[src/vga_pkg.sv]
// VGA video timing definitions
// 640x480 at 60 Hz on a 25 MHz pixel clock, plus the sync bundle

package vga_pkg;

    // horizontal timing in pixel clocks
    localparam int H_ACTIVE = 640;
    localparam int H_FRONT  = 16;
    localparam int H_SYNC   = 96;
    localparam int H_BACK   = 48;
    localparam int H_TOTAL  = 800;   // sum of the four above

    // vertical timing in lines
    localparam int V_ACTIVE = 480;
    localparam int V_FRONT  = 10;
    localparam int V_SYNC   = 2;
    localparam int V_BACK   = 33;
    localparam int V_TOTAL  = 525;

    // all three are active low
    typedef struct packed {
        logic hsync_n;
        logic vsync_n;
        logic blank_n;
    } vga_sync_t;

    // level seen on the pins while nothing is displayed
    localparam vga_sync_t SYNC_IDLE = '{
        hsync_n: 1'b1,
        vsync_n: 1'b1,
        blank_n: 1'b0
    };

endpackage

[src/pixel_pkg.sv]
// Pixel formats and frame-buffer geometry
// RGB565 storage, RGB888 output, write bundle and display mode

package pixel_pkg;

    localparam int FB_WIDTH  = 320;
    localparam int FB_HEIGHT = 240;
    localparam int FB_WORDS  = FB_WIDTH * FB_HEIGHT;   // 76800 pixels
    localparam int FB_ADDR_W = 17;

    // stored format, red in the top bits
    typedef struct packed {
        logic [4:0] red;
        logic [5:0] green;
        logic [4:0] blue;
    } rgb565_t;

    // output format to the DAC
    typedef struct packed {
        logic [7:0] red;
        logic [7:0] green;
        logic [7:0] blue;
    } rgb888_t;

    // one pixel write, strobed by we
    typedef struct packed {
        logic                 we;
        logic [FB_ADDR_W-1:0] addr;
        rgb565_t              data;
    } fb_write_t;

    typedef enum logic {
        MODE_COLOR = 1'b0,
        MODE_GRAY  = 1'b1
    } display_mode_t;

endpackage

[src/vga_timing.sv]
`timescale 1ns/1ps
// VGA timing generator for 640x480
// counts pixels and lines, decodes syncs and forms the 2x2 scaled read address

module vga_timing (
    input  logic                            clk_25_vga,
    input  logic                            rst,
    output vga_pkg::vga_sync_t              raw_sync,
    output logic                            active,
    output logic [pixel_pkg::FB_ADDR_W-1:0] rd_addr
);

    localparam int AW       = pixel_pkg::FB_ADDR_W;
    localparam int HS_START = vga_pkg::H_ACTIVE + vga_pkg::H_FRONT;   // 656
    localparam int HS_END   = HS_START + vga_pkg::H_SYNC;             // 752, exclusive
    localparam int VS_START = vga_pkg::V_ACTIVE + vga_pkg::V_FRONT;   // 490
    localparam int VS_END   = VS_START + vga_pkg::V_SYNC;             // 492, exclusive

    logic [9:0]    h_count;
    logic [9:0]    v_count;
    logic          h_last;
    logic          v_last;
    logic [AW-1:0] row_base;   // address of first pixel in stored row

    assign h_last = (h_count == 10'(vga_pkg::H_TOTAL - 1));
    assign v_last = (v_count == 10'(vga_pkg::V_TOTAL - 1));

    always_ff @(posedge clk_25_vga) begin
        if (rst) begin
            h_count <= '0;
            v_count <= '0;
        end else if (h_last) begin
            h_count <= '0;
            v_count <= v_last ? '0 : v_count + 10'd1;   // wrap at end of frame
        end else begin
            h_count <= h_count + 10'd1;
        end
    end

    // each stored row is shown on two display lines, so the base
    // only moves after the odd line of each pair
    always_ff @(posedge clk_25_vga) begin
        if (rst) begin
            row_base <= '0;
        end else if (h_last) begin
            if (v_last) begin
                row_base <= '0;
            end else if (v_count[0] && (v_count < 10'(vga_pkg::V_ACTIVE))) begin
                row_base <= row_base + AW'(pixel_pkg::FB_WIDTH);
            end
        end
    end

    assign active = (h_count < 10'(vga_pkg::H_ACTIVE)) &&
                    (v_count < 10'(vga_pkg::V_ACTIVE));

    always_comb begin
        raw_sync.hsync_n = !((h_count >= 10'(HS_START)) && (h_count < 10'(HS_END)));
        raw_sync.vsync_n = !((v_count >= 10'(VS_START)) && (v_count < 10'(VS_END)));
        raw_sync.blank_n = active;
    end

    // h_count/2 picks the stored column
    assign rd_addr = active ? row_base + AW'(h_count[9:1]) : '0;

    // row base must land exactly on the buffer size at the last active line
    a_rd_addr_range: assert property (
        @(posedge clk_25_vga) disable iff (rst)
        active |-> (rd_addr < AW'(pixel_pkg::FB_WORDS))
    ) else $error("read address %0d past frame buffer", rd_addr);

endmodule

[config.mk]
export PLATFORM = sky130hd
export DESIGN_NAME = vga_timing
export DESIGN_NICKNAME = d
export VERILOG_FILES = /design/src/vga_pkg.sv /design/src/pixel_pkg.sv /design/src/vga_timing.sv
export SDC_FILE = /design/constraint.sdc
export NUM_CORES = 1
export LEC_CHECK = 0
export BUFFER_PORTS_ARGS = -buffer_cell sky130_fd_sc_hd__buf_4
export CAP_MARGIN = 25
export CORE_ASPECT_RATIO = 2
export CORE_MARGIN = 5
export CORE_UTILIZATION = 30
export DETAILED_ROUTE_END_ITERATION = 10
export GPL_TIMING_DRIVEN = 0
export PLACE_DENSITY_LB_ADDON = 0.1
export SYNTH_ARGS = -nofsm -noshare
export SYNTH_HDL_FRONTEND = slang
export SYNTH_SLANG_ARGS = --single-unit
[constraint.sdc]
create_clock -name clk_25_vga -period 1.8 [get_ports clk_25_vga]
set_input_delay 0.09 -clock clk_25_vga [delete_from_list [all_inputs] [get_ports clk_25_vga]]
set_output_delay 0.09 -clock clk_25_vga [all_outputs]
set_load 0.02 [all_outputs]
==> impl_results.md <==
* Starting Density at 30.7%
* Violated checks: setup timing
* HP Start: rst
* WL final at 5.47 mm
* Post-route setup slack at -0.0523 ns
* Overflow after GRT at 0
* F_max at 540 MHz
* Number of vias per cell at 5.19
* Power Density at 577 mW/mm^2
* GRT Util Overall at 14.8%
* CTS hold repair buffers at 0
* Synth top cells by count: dfxtp_1 (31), nor2_1 (28), xor2_1 (18)
* Top-count cell post-synth: dfxtp_1
* CP Class: flip-flop to output pin
* CP required at 1.71 ns
* Slew margin rel. at 57.9%
* I/O pins at 23
* Share of layout cells above drive strength 1 at 37.9%
* Fin. Hold Viols at 0
* Syn avg cell area at 7.98 um^2
* Cells after synthesis at 231
* Post-synth top flop: dfxtp_1
* Hold depth at 2
* Final net count at 294
* DRT antenna net count at 0
* Final setup fails at 4
* Residual DRC at 0
* Synth Net Count at 241
* CTS clk-pin slew, worst paths at 0.05 ns
* Post-DP HPWL at 3.79 mm
* Synth Register Bits at 31
* Post-Place Cell Area at 0.00209 mm^2
* Max-cap viol count at 0
* Worst skew pair latency at 0.27 ns
* Core area at 0.00601 mm^2
* Worst Setup Start Kind: flip-flop
* DR iter-0 viols at 51
* Area fraction of the dominant cell type after synthesis at 33.7%
* TritonCTS clock tree: done
* CTS Buffer Depth at 2
* Hold WC Path Type: input pin to flip-flop
* Root buffer cell: clkbuf_16
* Post-synth EDFFs at 0
* Maximum vdd drop at 349 uV
* CP Capture Type: output pin
* Fraction of registers with async set/reset at 0%
* # diodes at 0
* Initial antenna violation count at 0
* Skew final at 0.00315 ns
* FF-to-FF path depth at 9
* H-tree levels at 2
* Vias in the first global route at 1850
* Pre-CTS setup slack at -0.364 ns
* Fillers at 629
* Die area at 0.00791 mm^2
* First-pass iteration count of the detailed router at 4
* Yosys top cell by area: dfxtp_1
* Layout area overhead at 45.6%
* Gp weighted congestion at 0.733
* Final min period at 1.85 ns
* Die height at 121 um
* Worst-margin pin slew at 0.632 ns
* Reg2reg start: v_count[0]
* First-pass GRT wire length at 9.05 mm
* Number of port buffers at 22
* Largest net degree at the start of global routing at 11
* Post-Syn Area at 0.00184 mm^2
* Row cnt at 40
* Arr. time, crit path at 1.76 ns
* Synth warn at 0
* Area contributors post-synth: dfxtp_1 (34%), xor2_1 (8.6%), nor2_1 (5.7%)
* Max Slew Vio Count at 0
* Vias at 1805
* Seq/Total Area, Yosys at 33.7%
* Hold Path Sink: h_count[1]
* Crit path max fanout at 7
* Pleak at 1.08 nW
* Reg-to-reg endpoint: row_base[13]
* Avg WL per Cell at 15.7 um
* DIE WIDTH at 65.4 um
* Distinct cells, synth at 38
* TritonCTS Sinks at 31
* Total CTS buffers at 5
* Final critical-path share of the clock period at 103%
* Cell area after layout at 0.00268 mm^2
* Outcome: complete, but fails checks
* RSZ-0062 raised after global routing: true
* Worst R2R Setup Slack at 0.05 ns
-- cell usage in the layout, fill, tap and decap left out, types with 2 or more instances in the layout --
cell	count
nor3b_1	2
ha_4	4
clkbuf_1	5
xor2_1	18
a21oi_1	10
clkbuf_16	6
nor3_1	11
nand2_1	10
dfxtp_4	6
inv_2	3
a21oi_2	2
nand3b_1	2
a31oi_1	4
a21oi_4	2
nand4_1	8
nand2_2	2
and3_1	12
buf_4	49
nand3_2	2
xnor2_1	7
and3_4	2
inv_1	3
nor2_1	27
dfxtp_1	18
o21ai_0	3
or3_1	2
ha_1	4
buf_2	3
nand3_1	13
o21ai_1	6
dfxtp_2	7
nand4b_1	3
-- through the flow --
| step | setup TNS, ns | hold WS [ns] | power, mW | cells | utilization, % |
|---|---|---|---|---|---|
| 3_5_place_dp | -7.33 | 0.343 | 0.757 | 316 | 34.8 |
| 2_1_floorplan | 0 | 0.166 | 0.737 | 231 | - |
| 5_1_grt | -0.938 | 0.0573 | 1.61 | 348 | 44.7 |
| 6_report | -0.115 | 0.0424 | 1.55 | 348 | 44.7 |
| 3_3_place_gp | -7.51 | 0.337 | 0.757 | 316 | 34.8 |
| 4_1_cts | -0.297 | 0.0471 | 1.57 | 336 | 41.0 |
-- how the worst max path moves through the flow --
stage                     from           end  cells after the start
floorplan           h_count[8]    rd_addr[9]                      5
global placement    h_count[0]  row_base[14]                      7
detailed placement  h_count[0]  row_base[14]                      7
CTS                 h_count[8]   rd_addr[16]                      7
global route        h_count[8]   rd_addr[16]                      7
finish              h_count[8]   rd_addr[11]                      8
-- critical path, stage by stage, from the launching register on --
cell      delay, ns
dfxtp_4        0.36
ha_4           0.28
a21oi_4        0.06
o21bai_4       0.20
buf_4          0.15
nand3_2        0.07
xor2_1         0.15
nor2_1         0.09
buf_4          0.14
-- registers in the layout, indices dropped and copies added (netlist names) --
signal and count:
h_count 10, row_base 11, v_count 10
-- repair_timing --
action	CTS	global route
buffers inserted	12	13
endpoints found under the hold margin	0	0
resized for setup	47	33
pin swaps	7	14
gates cloned	0	1
endpoints found under the setup margin	40	38
-- routing by layer --
layer	up-vias	wire length, um	GRT usage (%)
met4	0	124	5.32
met3	10	104	2.79
li1	919	-	-
met5	-	0	0
met2	26	3200	28.6
met1	850	2040	15.1
-- layout make-up --
class	instances	area (um^2)	area share (%)
multi-input cells	179	1310	49.0
flip-flops and latches	31	652	24.3
repair buffers	48	390	14.6
clock buffers	7	133	4.94
plain buffers	13	87.6	3.26
well taps	63	78.8	2.94
inverters	6	22.5	0.840
clock inverters	1	5.00	0.187
-- power by group --
part           total (mW)  internal (mW)  switching [mW]
Sequential          0.691          0.684         0.00627
Clock               0.808          0.510           0.298
Combinational      0.0493         0.0202          0.0291
Total                1.55           1.22           0.333
-- kinds of logic (layout without fill, tap and decap cells) --
logic type	after synthesis	count (layout)	share of synthesized area [%]
flops	31	31	33.7
compound gates	36	36	11.3
simple gates	110	110	32.5
buf+inv	21	75	5.23
fa+ha+maj	8	8	5.43
xor+xnor	25	25	11.9
Power figures use the tool's default switching activity.
