## config.mk

```make
export PLATFORM = sky130hd
export DESIGN_NAME = pixel_pipeline
export DESIGN_NICKNAME = d
export VERILOG_FILES = /design/src/vga_pkg.sv /design/src/pixel_pkg.sv /design/src/pixel_pipeline.sv
export SDC_FILE = /design/constraint.sdc
export NUM_CORES = 1
export LEC_CHECK = 0
export BUFFER_PORTS_ARGS = -buffer_cell sky130_fd_sc_hd__buf_2
export CORE_UTILIZATION = 55
export CTS_CLUSTER_DIAMETER = 200
export DETAILED_ROUTE_END_ITERATION = 8
export PLACE_DENSITY_LB_ADDON = 0.08
export REMOVE_ABC_BUFFERS = 1
export SYNTH_ARGS = -nofsm -noshare
export SYNTH_HDL_FRONTEND = slang
export SYNTH_SLANG_ARGS = --single-unit
```

## constraint.sdc

```tcl
create_clock -name clk_25_vga -period 9.1 [get_ports clk_25_vga]
set_input_delay 1.82 -clock clk_25_vga [delete_from_list [all_inputs] [get_ports clk_25_vga]]
set_output_delay 1.82 -clock clk_25_vga [all_outputs]
set_load 0.005 [all_outputs]
```

## src/vga_pkg.sv

```systemverilog
// VGA video timing definitions
// 640x480 at 60 Hz on a 25 MHz pixel clock, plus the sync bundle

package vga_pkg;

    // horizontal timing in pixel clocks
    localparam int H_ACTIVE = 640;
    localparam int H_FRONT  = 16;
    localparam int H_SYNC   = 96;
    localparam int H_BACK   = 48;
    localparam int H_TOTAL  = 800;   // sum of the four above

    // vertical timing in lines
    localparam int V_ACTIVE = 480;
    localparam int V_FRONT  = 10;
    localparam int V_SYNC   = 2;
    localparam int V_BACK   = 33;
    localparam int V_TOTAL  = 525;

    // all three are active low
    typedef struct packed {
        logic hsync_n;
        logic vsync_n;
        logic blank_n;
    } vga_sync_t;

    // level seen on the pins while nothing is displayed
    localparam vga_sync_t SYNC_IDLE = '{
        hsync_n: 1'b1,
        vsync_n: 1'b1,
        blank_n: 1'b0
    };

endpackage

```

## src/pixel_pkg.sv

```systemverilog
// Pixel formats and frame-buffer geometry
// RGB565 storage, RGB888 output, write bundle and display mode

package pixel_pkg;

    localparam int FB_WIDTH  = 320;
    localparam int FB_HEIGHT = 240;
    localparam int FB_WORDS  = FB_WIDTH * FB_HEIGHT;   // 76800 pixels
    localparam int FB_ADDR_W = 17;

    // stored format, red in the top bits
    typedef struct packed {
        logic [4:0] red;
        logic [5:0] green;
        logic [4:0] blue;
    } rgb565_t;

    // output format to the DAC
    typedef struct packed {
        logic [7:0] red;
        logic [7:0] green;
        logic [7:0] blue;
    } rgb888_t;

    // one pixel write, strobed by we
    typedef struct packed {
        logic                 we;
        logic [FB_ADDR_W-1:0] addr;
        rgb565_t              data;
    } fb_write_t;

    typedef enum logic {
        MODE_COLOR = 1'b0,
        MODE_GRAY  = 1'b1
    } display_mode_t;

endpackage

```

## src/pixel_pipeline.sv

```systemverilog
`timescale 1ns/1ps
// Pixel output pipeline
// RGB565 to RGB888, optional grayscale, blanking and matching sync delay

module pixel_pipeline (
    input  logic               clk_25_vga,
    input  logic               rst,
    input  logic               sw_grayscale,
    input  vga_pkg::vga_sync_t raw_sync,
    input  logic               active,
    input  pixel_pkg::rgb565_t rd_data,
    output vga_pkg::vga_sync_t vga_out,
    output pixel_pkg::rgb888_t vga_rgb
);

    vga_pkg::vga_sync_t       sync_d0;       // lines up with rd_data
    vga_pkg::vga_sync_t       sync_d1;
    logic                     active_d0;
    logic                     active_d1;
    pixel_pkg::rgb888_t       rgb_exp;
    logic [15:0]              gray_sum;
    pixel_pkg::rgb888_t       rgb_s1;
    logic [15:0]              gray_sum_s1;
    logic [7:0]               gray_s1;
    pixel_pkg::display_mode_t mode_q;

    // low bits padded with ones so full scale reaches 0xff
    always_comb begin
        rgb_exp.red   = {rd_data.red, 3'b111};
        rgb_exp.green = {rd_data.green, 2'b11};
        rgb_exp.blue  = {rd_data.blue, 3'b111};
    end

    // weights sum to 252, max result 64260 fits 16 bits
    assign gray_sum = 16'(rgb_exp.red) * 16'd76 +
                      16'(rgb_exp.green) * 16'd150 +
                      16'(rgb_exp.blue) * 16'd26;

    assign gray_s1 = gray_sum_s1[15:8];

    // control path, sync and active follow the data
    always_ff @(posedge clk_25_vga) begin
        if (rst) begin
            sync_d0   <= vga_pkg::SYNC_IDLE;
            sync_d1   <= vga_pkg::SYNC_IDLE;
            active_d0 <= 1'b0;
            active_d1 <= 1'b0;
            mode_q    <= pixel_pkg::MODE_COLOR;
        end else begin
            sync_d0   <= raw_sync;
            sync_d1   <= sync_d0;
            active_d0 <= active;
            active_d1 <= active_d0;
            mode_q    <= sw_grayscale ? pixel_pkg::MODE_GRAY : pixel_pkg::MODE_COLOR;
        end
    end

    // stage 1 data
    always_ff @(posedge clk_25_vga) begin
        rgb_s1      <= rgb_exp;
        gray_sum_s1 <= gray_sum;
    end

    // stage 2, mode select and blanking
    always_ff @(posedge clk_25_vga) begin
        if (rst) begin
            vga_out <= vga_pkg::SYNC_IDLE;
            vga_rgb <= '0;
        end else begin
            vga_out <= sync_d1;
            if (!active_d1) begin
                vga_rgb <= '0;
            end else begin
                case (mode_q)
                    pixel_pkg::MODE_GRAY:  vga_rgb <= '{red: gray_s1, green: gray_s1,
                                                        blue: gray_s1};
                    default:               vga_rgb <= rgb_s1;
                endcase
            end
        end
    end

    // blank_n and active take separate paths through the pipe
    a_blank_black: assert property (
        @(posedge clk_25_vga) disable iff (rst)
        !vga_out.blank_n |-> (vga_rgb == '0)
    ) else $error("colour 0x%06h driven during blanking", vga_rgb);

endmodule

```

==> impl_metrics.ini, run 1 <==
[sta]
hold_viol = 0
finClkSkew_ns = 0.00819
post-route-min-period_ns = 6.26
slew-limit-headroom = 0.560
tns_ns = 0
slew_viol_final = 0
grt_setup_unrepaired = no
clock.fmax_mhz = 160
timing.final.crit_share = 0.688
final_critical_path_setup_slack_ns = 2.84
worst_pin_slew_ns = 0.660
timing.final.setup_violations = 0

[critical_path]
timing.critical_path.slowest_cell_delay_ns = 0.53
critPathKind = in -> reg
worstPathArrival_ns = 6.49
path_cells = buf_2 -> ha_1 -> fa_1 -> fa_1 -> inv_1 -> ha_1 -> or2_2 -> or3_4 -> a31oi_4 -> xnor2_1 -> fa_1 -> inv_1 -> ha_1 -> o21a_1 -> a41o_1 -> or3_1 -> a31oi_1 -> xnor2_1
r2r.worst_path.cells = 2
setup.worst_path.end_class = flip-flop
cpLargestDelayFamily = adder cells
crit_slowest_cell = fa_1
path_depth = 18
critical_path.max_fanout = 5
critPathLaunchType = input pin
timing.critical_path.required_ns = 9.33
cp_num_buf_inv = 3

[power_and_ir_drop]
vdd_drop_max_v = 0.000219
power_leakage_nw = 2.20
power-per-cell-area_nw_per_um2 = 289

[yosys]
yosysTopAreaCellShare = 0.283
synth-edff-count = 0
synth-async-reset-ratio = 0
syn_area_per_cell_sq_um = 9.49
yosys.area.top_type = dfxtp_1
yosys.cell_types.count = 44
synth.cells.most_frequent = 71 x ha_1, 55 x dfxtp_1, 55 x inv_1
synth_seq_cells = 55
yosys.cell_count.top_type = ha_1
synth-main-ff-cell = dfxtp_1
synth_cells = 410
post_synth_main_area_contributors = dfxtp_1 28%, ha_1 23%, fa_1 9.3%
syn-cell-area_sq_um = 3890
ys_warn_count = 0
synth_seq_area_share = 0.283

[clock_network]
post_cts_resized = 0
ctsRootBufferMaster = clkbuf_8
cts_tree = built
clock-sinks = 55
cts_max_level = 2
ctsLongestPathBuffers = 2
post_cts_hold_buffer_count = 0
postCtsSetupRepairBufs = 0
clkLatencyLatePin_ns = 0.30
path_clk_slew_ns = 0.09
cts_inserted_buffers = 5

[die]
die_h_microns = 86.1
die_area_sq_um = 7410
floorplan.die.width_microns = 86.1
initial_utilization = 0.570
placement_rows = 30
core_region_area_sq_um = 6830
pin_count = 50

[finish]
fill_cells = 633
share_of_layout_cells_above_drive_strength_1 = 0.156
utilization = 0.627
nets = 567
layout-area-overhead-vs-synth_pct = 10.0
antenna_cells = 0
instances_no_fill = 552

[hold_path]
timing.hold.worst.class = reg -> reg
hold-path-cell-count = 1

[routing]
avgRoutedWirePerCell_microns = 12.3
routed_wirelength_mm = 6.81
vias_per_cell = 4.95
detail-route-antenna-nets = 0
drt_iter0_drc = 99
dr_total_vias = 2731
first_pass_iters = 5
post_route_drc = 0

[status]
outcome = completed

[grt]
gr-total-overflow = 0
via_count_of_the_first_global_routing_pass = 2476
track_usage = 0.197
grt_first_pass_wirelength_mm = 11.6
grt_max_degree = 25
antenna_found_initial = 0

[place]
gp_routability_congestion = 0.817
place_worst_setup_slack_ns = 2.51
io_buffers = 49
detailedPlacementHpwl_mm = 5.72
dp.cells = 544

[job]
maxCapViolations = 0
==> worst reg2reg max path: cells and delay by family (launching register included) <==
family | cells | cell delay [ns]
DFF | 1 | 0.71
and+or+nand+nor | 1 | 0.23
AOI/OAI and AO/OA | 1 | 0.20
==> per-layer routing <==
layer  GRT usage  vias up  part of all wire
li1            -     1454                 -
met1       0.280     1230              0.51
met2       0.319       41              0.45
met3      0.0212        6             0.024
met4      0.0500        0             0.011
met5           0        -                 0
==> state kept, by name, indices dropped and copies added (netlist names) <==
name / count
gray_sum_s1: 8
active_d0: 1
sync_d0: 3
vga_out: 3
active_d1: 1
rgb_s1: 16
sync_d1: 3
vga_rgb: 19
mode_q: 1
==> cells in the final DEF (no fill, tap or decap), types with 2 or more instances in the layout <==
cell type  instances
ha_1              71
inv_1             55
dfxtp_1           55
buf_2             49
a21oi_1           36
xnor2_1           22
nand2b_1          18
fa_1              18
nand2_1           17
nor2_1            16
o21ai_0           12
nor2b_1           11
or2_2              9
o21a_1             7
a21o_1             6
xor2_1             5
clkbuf_8           5
nor3_1             4
a31oi_1            3
a211oi_1           3
o31a_1             2
a21boi_0           2
and2_1             2
nand3_1            2
o21bai_1           2
or3_1              2
a41o_1             2
==> power by group <==
part | total (mW) | internal, mW | switching (mW)
clock | 0.124 | 0.0538 | 0.0702
combinational | 0.824 | 0.375 | 0.449
sequential | 0.290 | 0.282 | 0.00846
==> worst paths after layout <==
check             slack (ns)                      end                   from
setup / recovery        2.84  gray_sum_s1[13]$_DFF_P_             rd_data[7]
setup reg to reg        7.87   vga_rgb[12]$_SDFF_PP0_      mode_q$_SDFF_PP0_
hold / removal          0.41    sync_d1[1]$_SDFF_PP1_  sync_d0[1]$_SDFF_PP1_
hold reg to reg         0.41    sync_d1[1]$_SDFF_PP1_  sync_d0[1]$_SDFF_PP1_
==> cell families after synthesis <==
family,Yosys count,share of synthesized area
adders and majority gates,89,0.321
AOI/OAI and AO/OA,82,0.133
muxes,1,0.00289
xor gates and xnor gates,27,0.0608
buffers and inverters,66,0.0685
DFF,55,0.283
and+or+nand+nor,90,0.131
==> final cells by class <==
| cell class | instances | area (sq um) | area share |
|---|---|---|---|
| Sequential cell | 55 | 1100 | 0.257 |
| Clock buffer | 6 | 72.6 | 0.0169 |
| Timing Repair Buffer | 49 | 245 | 0.0573 |
| Tap cell | 96 | 120 | 0.0281 |
| Multi-Input combinational cell | 289 | 2520 | 0.589 |
| Clock inverter | 2 | 12.5 | 0.00292 |
| Inverter | 55 | 206 | 0.0482 |
==> stage by stage <==
| step | instance area [sq um] | total power [mW] | hold slack, ns |
|---|---|---|---|
| finish | 4280 | 1.24 | 0.415 |
| global route | 4280 | 1.37 | 0.428 |
| CTS | 4280 | 1.24 | 0.412 |
| detailed placement | 4200 | 1.12 | 0.393 |
| global placement | 4200 | 1.09 | 0.391 |
| floorplan | 3830 | 0.951 | 0.389 |
No activity file was read; power rests on OpenSTA's default activity.
==> inputs of run 2 (changes only) <==
- CORE_UTILIZATION: 55 -> 53
- clock period: 9.1 -> 5.75 ns (I/O delays scaled with it)
==> run 2 against run 1 <==
  * Cell count up 2.2%
  * Combinational power up 66%
  * Worst setup slack worse by 2.6 ns
  * Critical path depth unchanged
  * Worst hold slack better by 0.00054 ns
  * Global-route usage about the same
  * Die area up 3.7%
  * Largest cell class unchanged
==> impl_metrics.ini, run 2 (same netlist as run 1, synthesis figures left out) <==
[place]
detailedPlacementHpwl_mm = 5.96
io_buffers = 49
placedInstanceArea_sq_um = 4290
gp_routability_congestion = 0.840
place_worst_setup_slack_ns = -0.0428

[power_and_ir_drop]
swShare = 0.415
vdd_drop_max_v = 0.000409
combinationalPowerShare = 0.671
power_leakage_nw = 2.26
power.clock.fraction = 0.104
sequentialPowerShare = 0.225
power.internal_mw = 1.19
p_sw_mw = 0.846
power-per-cell-area_nw_per_um2 = 465

[sta]
timing.final.setup_violations = 0
timing.final.crit_share = 0.955
finClkSkew_ns = 0.00729
post-route-min-period_ns = 5.49
final_critical_path_setup_slack_ns = 0.257
hold_viol = 0
worst_pin_slew_ns = 0.632
clock.fmax_mhz = 182
grt_setup_unrepaired = no
slew_viol_final = 0
slew-limit-headroom = 0.578

[routing]
first_pass_iters = 4
detail-route-antenna-nets = 0
vias_per_cell = 4.89
drt_iter0_drc = 107
post_route_drc = 0
routed_wirelength_mm = 6.94
dr_total_vias = 2759
avgRoutedWirePerCell_microns = 12.3

[clock_network]
cts_inserted_buffers = 5
cts_max_level = 2
postCtsSetupRepairBufs = 0
post_cts_hold_buffer_count = 0
path_clk_slew_ns = 0.09
ctsRootBufferMaster = clkbuf_8
cts_tree = built
ctsLongestPathBuffers = 2
clkLatencyLatePin_ns = 0.30
clock-sinks = 55
post_cts_resized = 0

[grt]
track_usage = 0.197
grt_max_degree = 25
grt_first_pass_wirelength_mm = 11.8
antenna_found_initial = 0
via_count_of_the_first_global_routing_pass = 2619
gr-total-overflow = 0

[finish]
largest_reg_flops = 19
largest_registers = vga_rgb x19, rgb_s1 x16, gray_sum_s1 x8
nets = 579
utilization = 0.632
layout.cell_area.non_filler_sq_um = 4390
antenna_cells = 0
area_of_the_multi_input_gates_sq_um = 2520
top_library_cells_by_usage_in_the_layout_fill_and_taps_aside = 71 x ha_1, 55 x inv_1, 55 x dfxtp_1, 49 x buf_2, 36 x a21oi_1
share_of_layout_cells_above_drive_strength_1 = 0.179
biggest_register = vga_rgb
seq_area_sq_um = 1100
fill_cells = 632
layout-area-overhead-vs-synth_pct = 12.7
final_common_cell = ha_1

[die]
initial_utilization = 0.560
core_region_area_sq_um = 6940
floorplan.die.width_microns = 87.7
die_area_sq_um = 7690
placement_rows = 30
pin_count = 50
die_h_microns = 87.7

[critical_path]
setup.worst_path.end_class = flip-flop
setup.reg_to_reg.worst_slack_ns = 4.53
r2r.worst_path.cells = 2
worstPathArrival_ns = 5.72
critPathLaunchType = input pin
rr_endpoint = vga_rgb[13]$_SDFF_PP0_
critical_path.max_fanout = 3
critical_path.reg2reg.startpoint = mode_q$_SDFF_PP0_
critPathKind = in -> reg
timing.critical_path.required_ns = 5.98

[job]
maxCapViolations = 0

[hold_path]
hold_path_end = sync_d1[2]$_SDFF_PP1_
hold-path-cell-count = 1
timing.hold.worst.class = reg -> reg
holdCritStartpoint = sync_d0[2]$_SDFF_PP1_

[status]
outcome = completed
run 2: changes by cell type in the layout (fill, tap and decap cells not counted), sizes merged:
| cell | before | now |
|---|---|---|
| buf | 49 | 61 |
run 2: layer usage:
metal | vias to the layer above | global-route usage | part of all wire
met1 | 1234 | 0.265 | 0.51
met4 | 0 | 0.0537 | 0.0094
met5 | - | 0 | 0
met2 | 42 | 0.337 | 0.46
li1 | 1479 | - | -
met3 | 4 | 0.0207 | 0.017
run 2: worst max-delay path by stage:
stage / startpoint / to / slack [ns] / cells after the start
global route: rd_data[6] / gray_sum_s1[13]$_DFF_P_ / 0.04 / 19
CTS: rd_data[7] / gray_sum_s1[13]$_DFF_P_ / 0.24 / 18
finish: rd_data[7] / gray_sum_s1[13]$_DFF_P_ / 0.26 / 18
global placement: rd_data[7] / gray_sum_s1[13]$_DFF_P_ / 0.03 / 18
detailed placement: rd_data[7] / gray_sum_s1[13]$_DFF_P_ / -0.04 / 18
floorplan: rd_data[7] / gray_sum_s1[13]$_DFF_P_ / 0.22 / 17
run 2: final cells by class:
type,instances,share of cell area
multi-input combinational,289,0.575
clock inverter,2,0.00371
clock buffer,6,0.0188
sequential,55,0.251
tap,96,0.0274
inverter,55,0.0471
timing repair buffer,61,0.0765
run 2: metrics by stage:
step / total power [mW] / hold slack [ns] / std cells / setup TNS (ns)
3_5_place_dp: 1.83 / 0.396 / 556 / -0.0428
4_1_cts: 2.05 / 0.417 / 564 / 0
5_1_grt: 2.24 / 0.426 / 564 / 0
6_report: 2.04 / 0.415 / 564 / 0
3_3_place_gp: 1.81 / 0.391 / 556 / 0
2_1_floorplan: 1.50 / 0.389 / 399 / 0
run 2: power by group through the flow:
stage | combinational, mW | sequential (mW) | clock (mW)
floorplan | 1.04 | 0.464 | 0
global placement | 1.34 | 0.470 | 0
detailed placement | 1.36 | 0.469 | 0
CTS | 1.37 | 0.460 | 0.220
global route | 1.54 | 0.464 | 0.233
finish | 1.37 | 0.460 | 0.212
run 2: worst max-delay path, cell delays in order:
cell	delay, ns
buf_2	0.11
ha_1	0.34
fa_1	0.53
fa_1	0.52
inv_1	0.04
ha_1	0.19
or2_2	0.30
or3_4	0.35
a31oi_4	0.20
xnor2_1	0.12
fa_1	0.51
inv_1	0.04
ha_1	0.32
o21a_1	0.12
a41o_1	0.23
or3_1	0.33
a31oi_1	0.20
xnor2_1	0.13
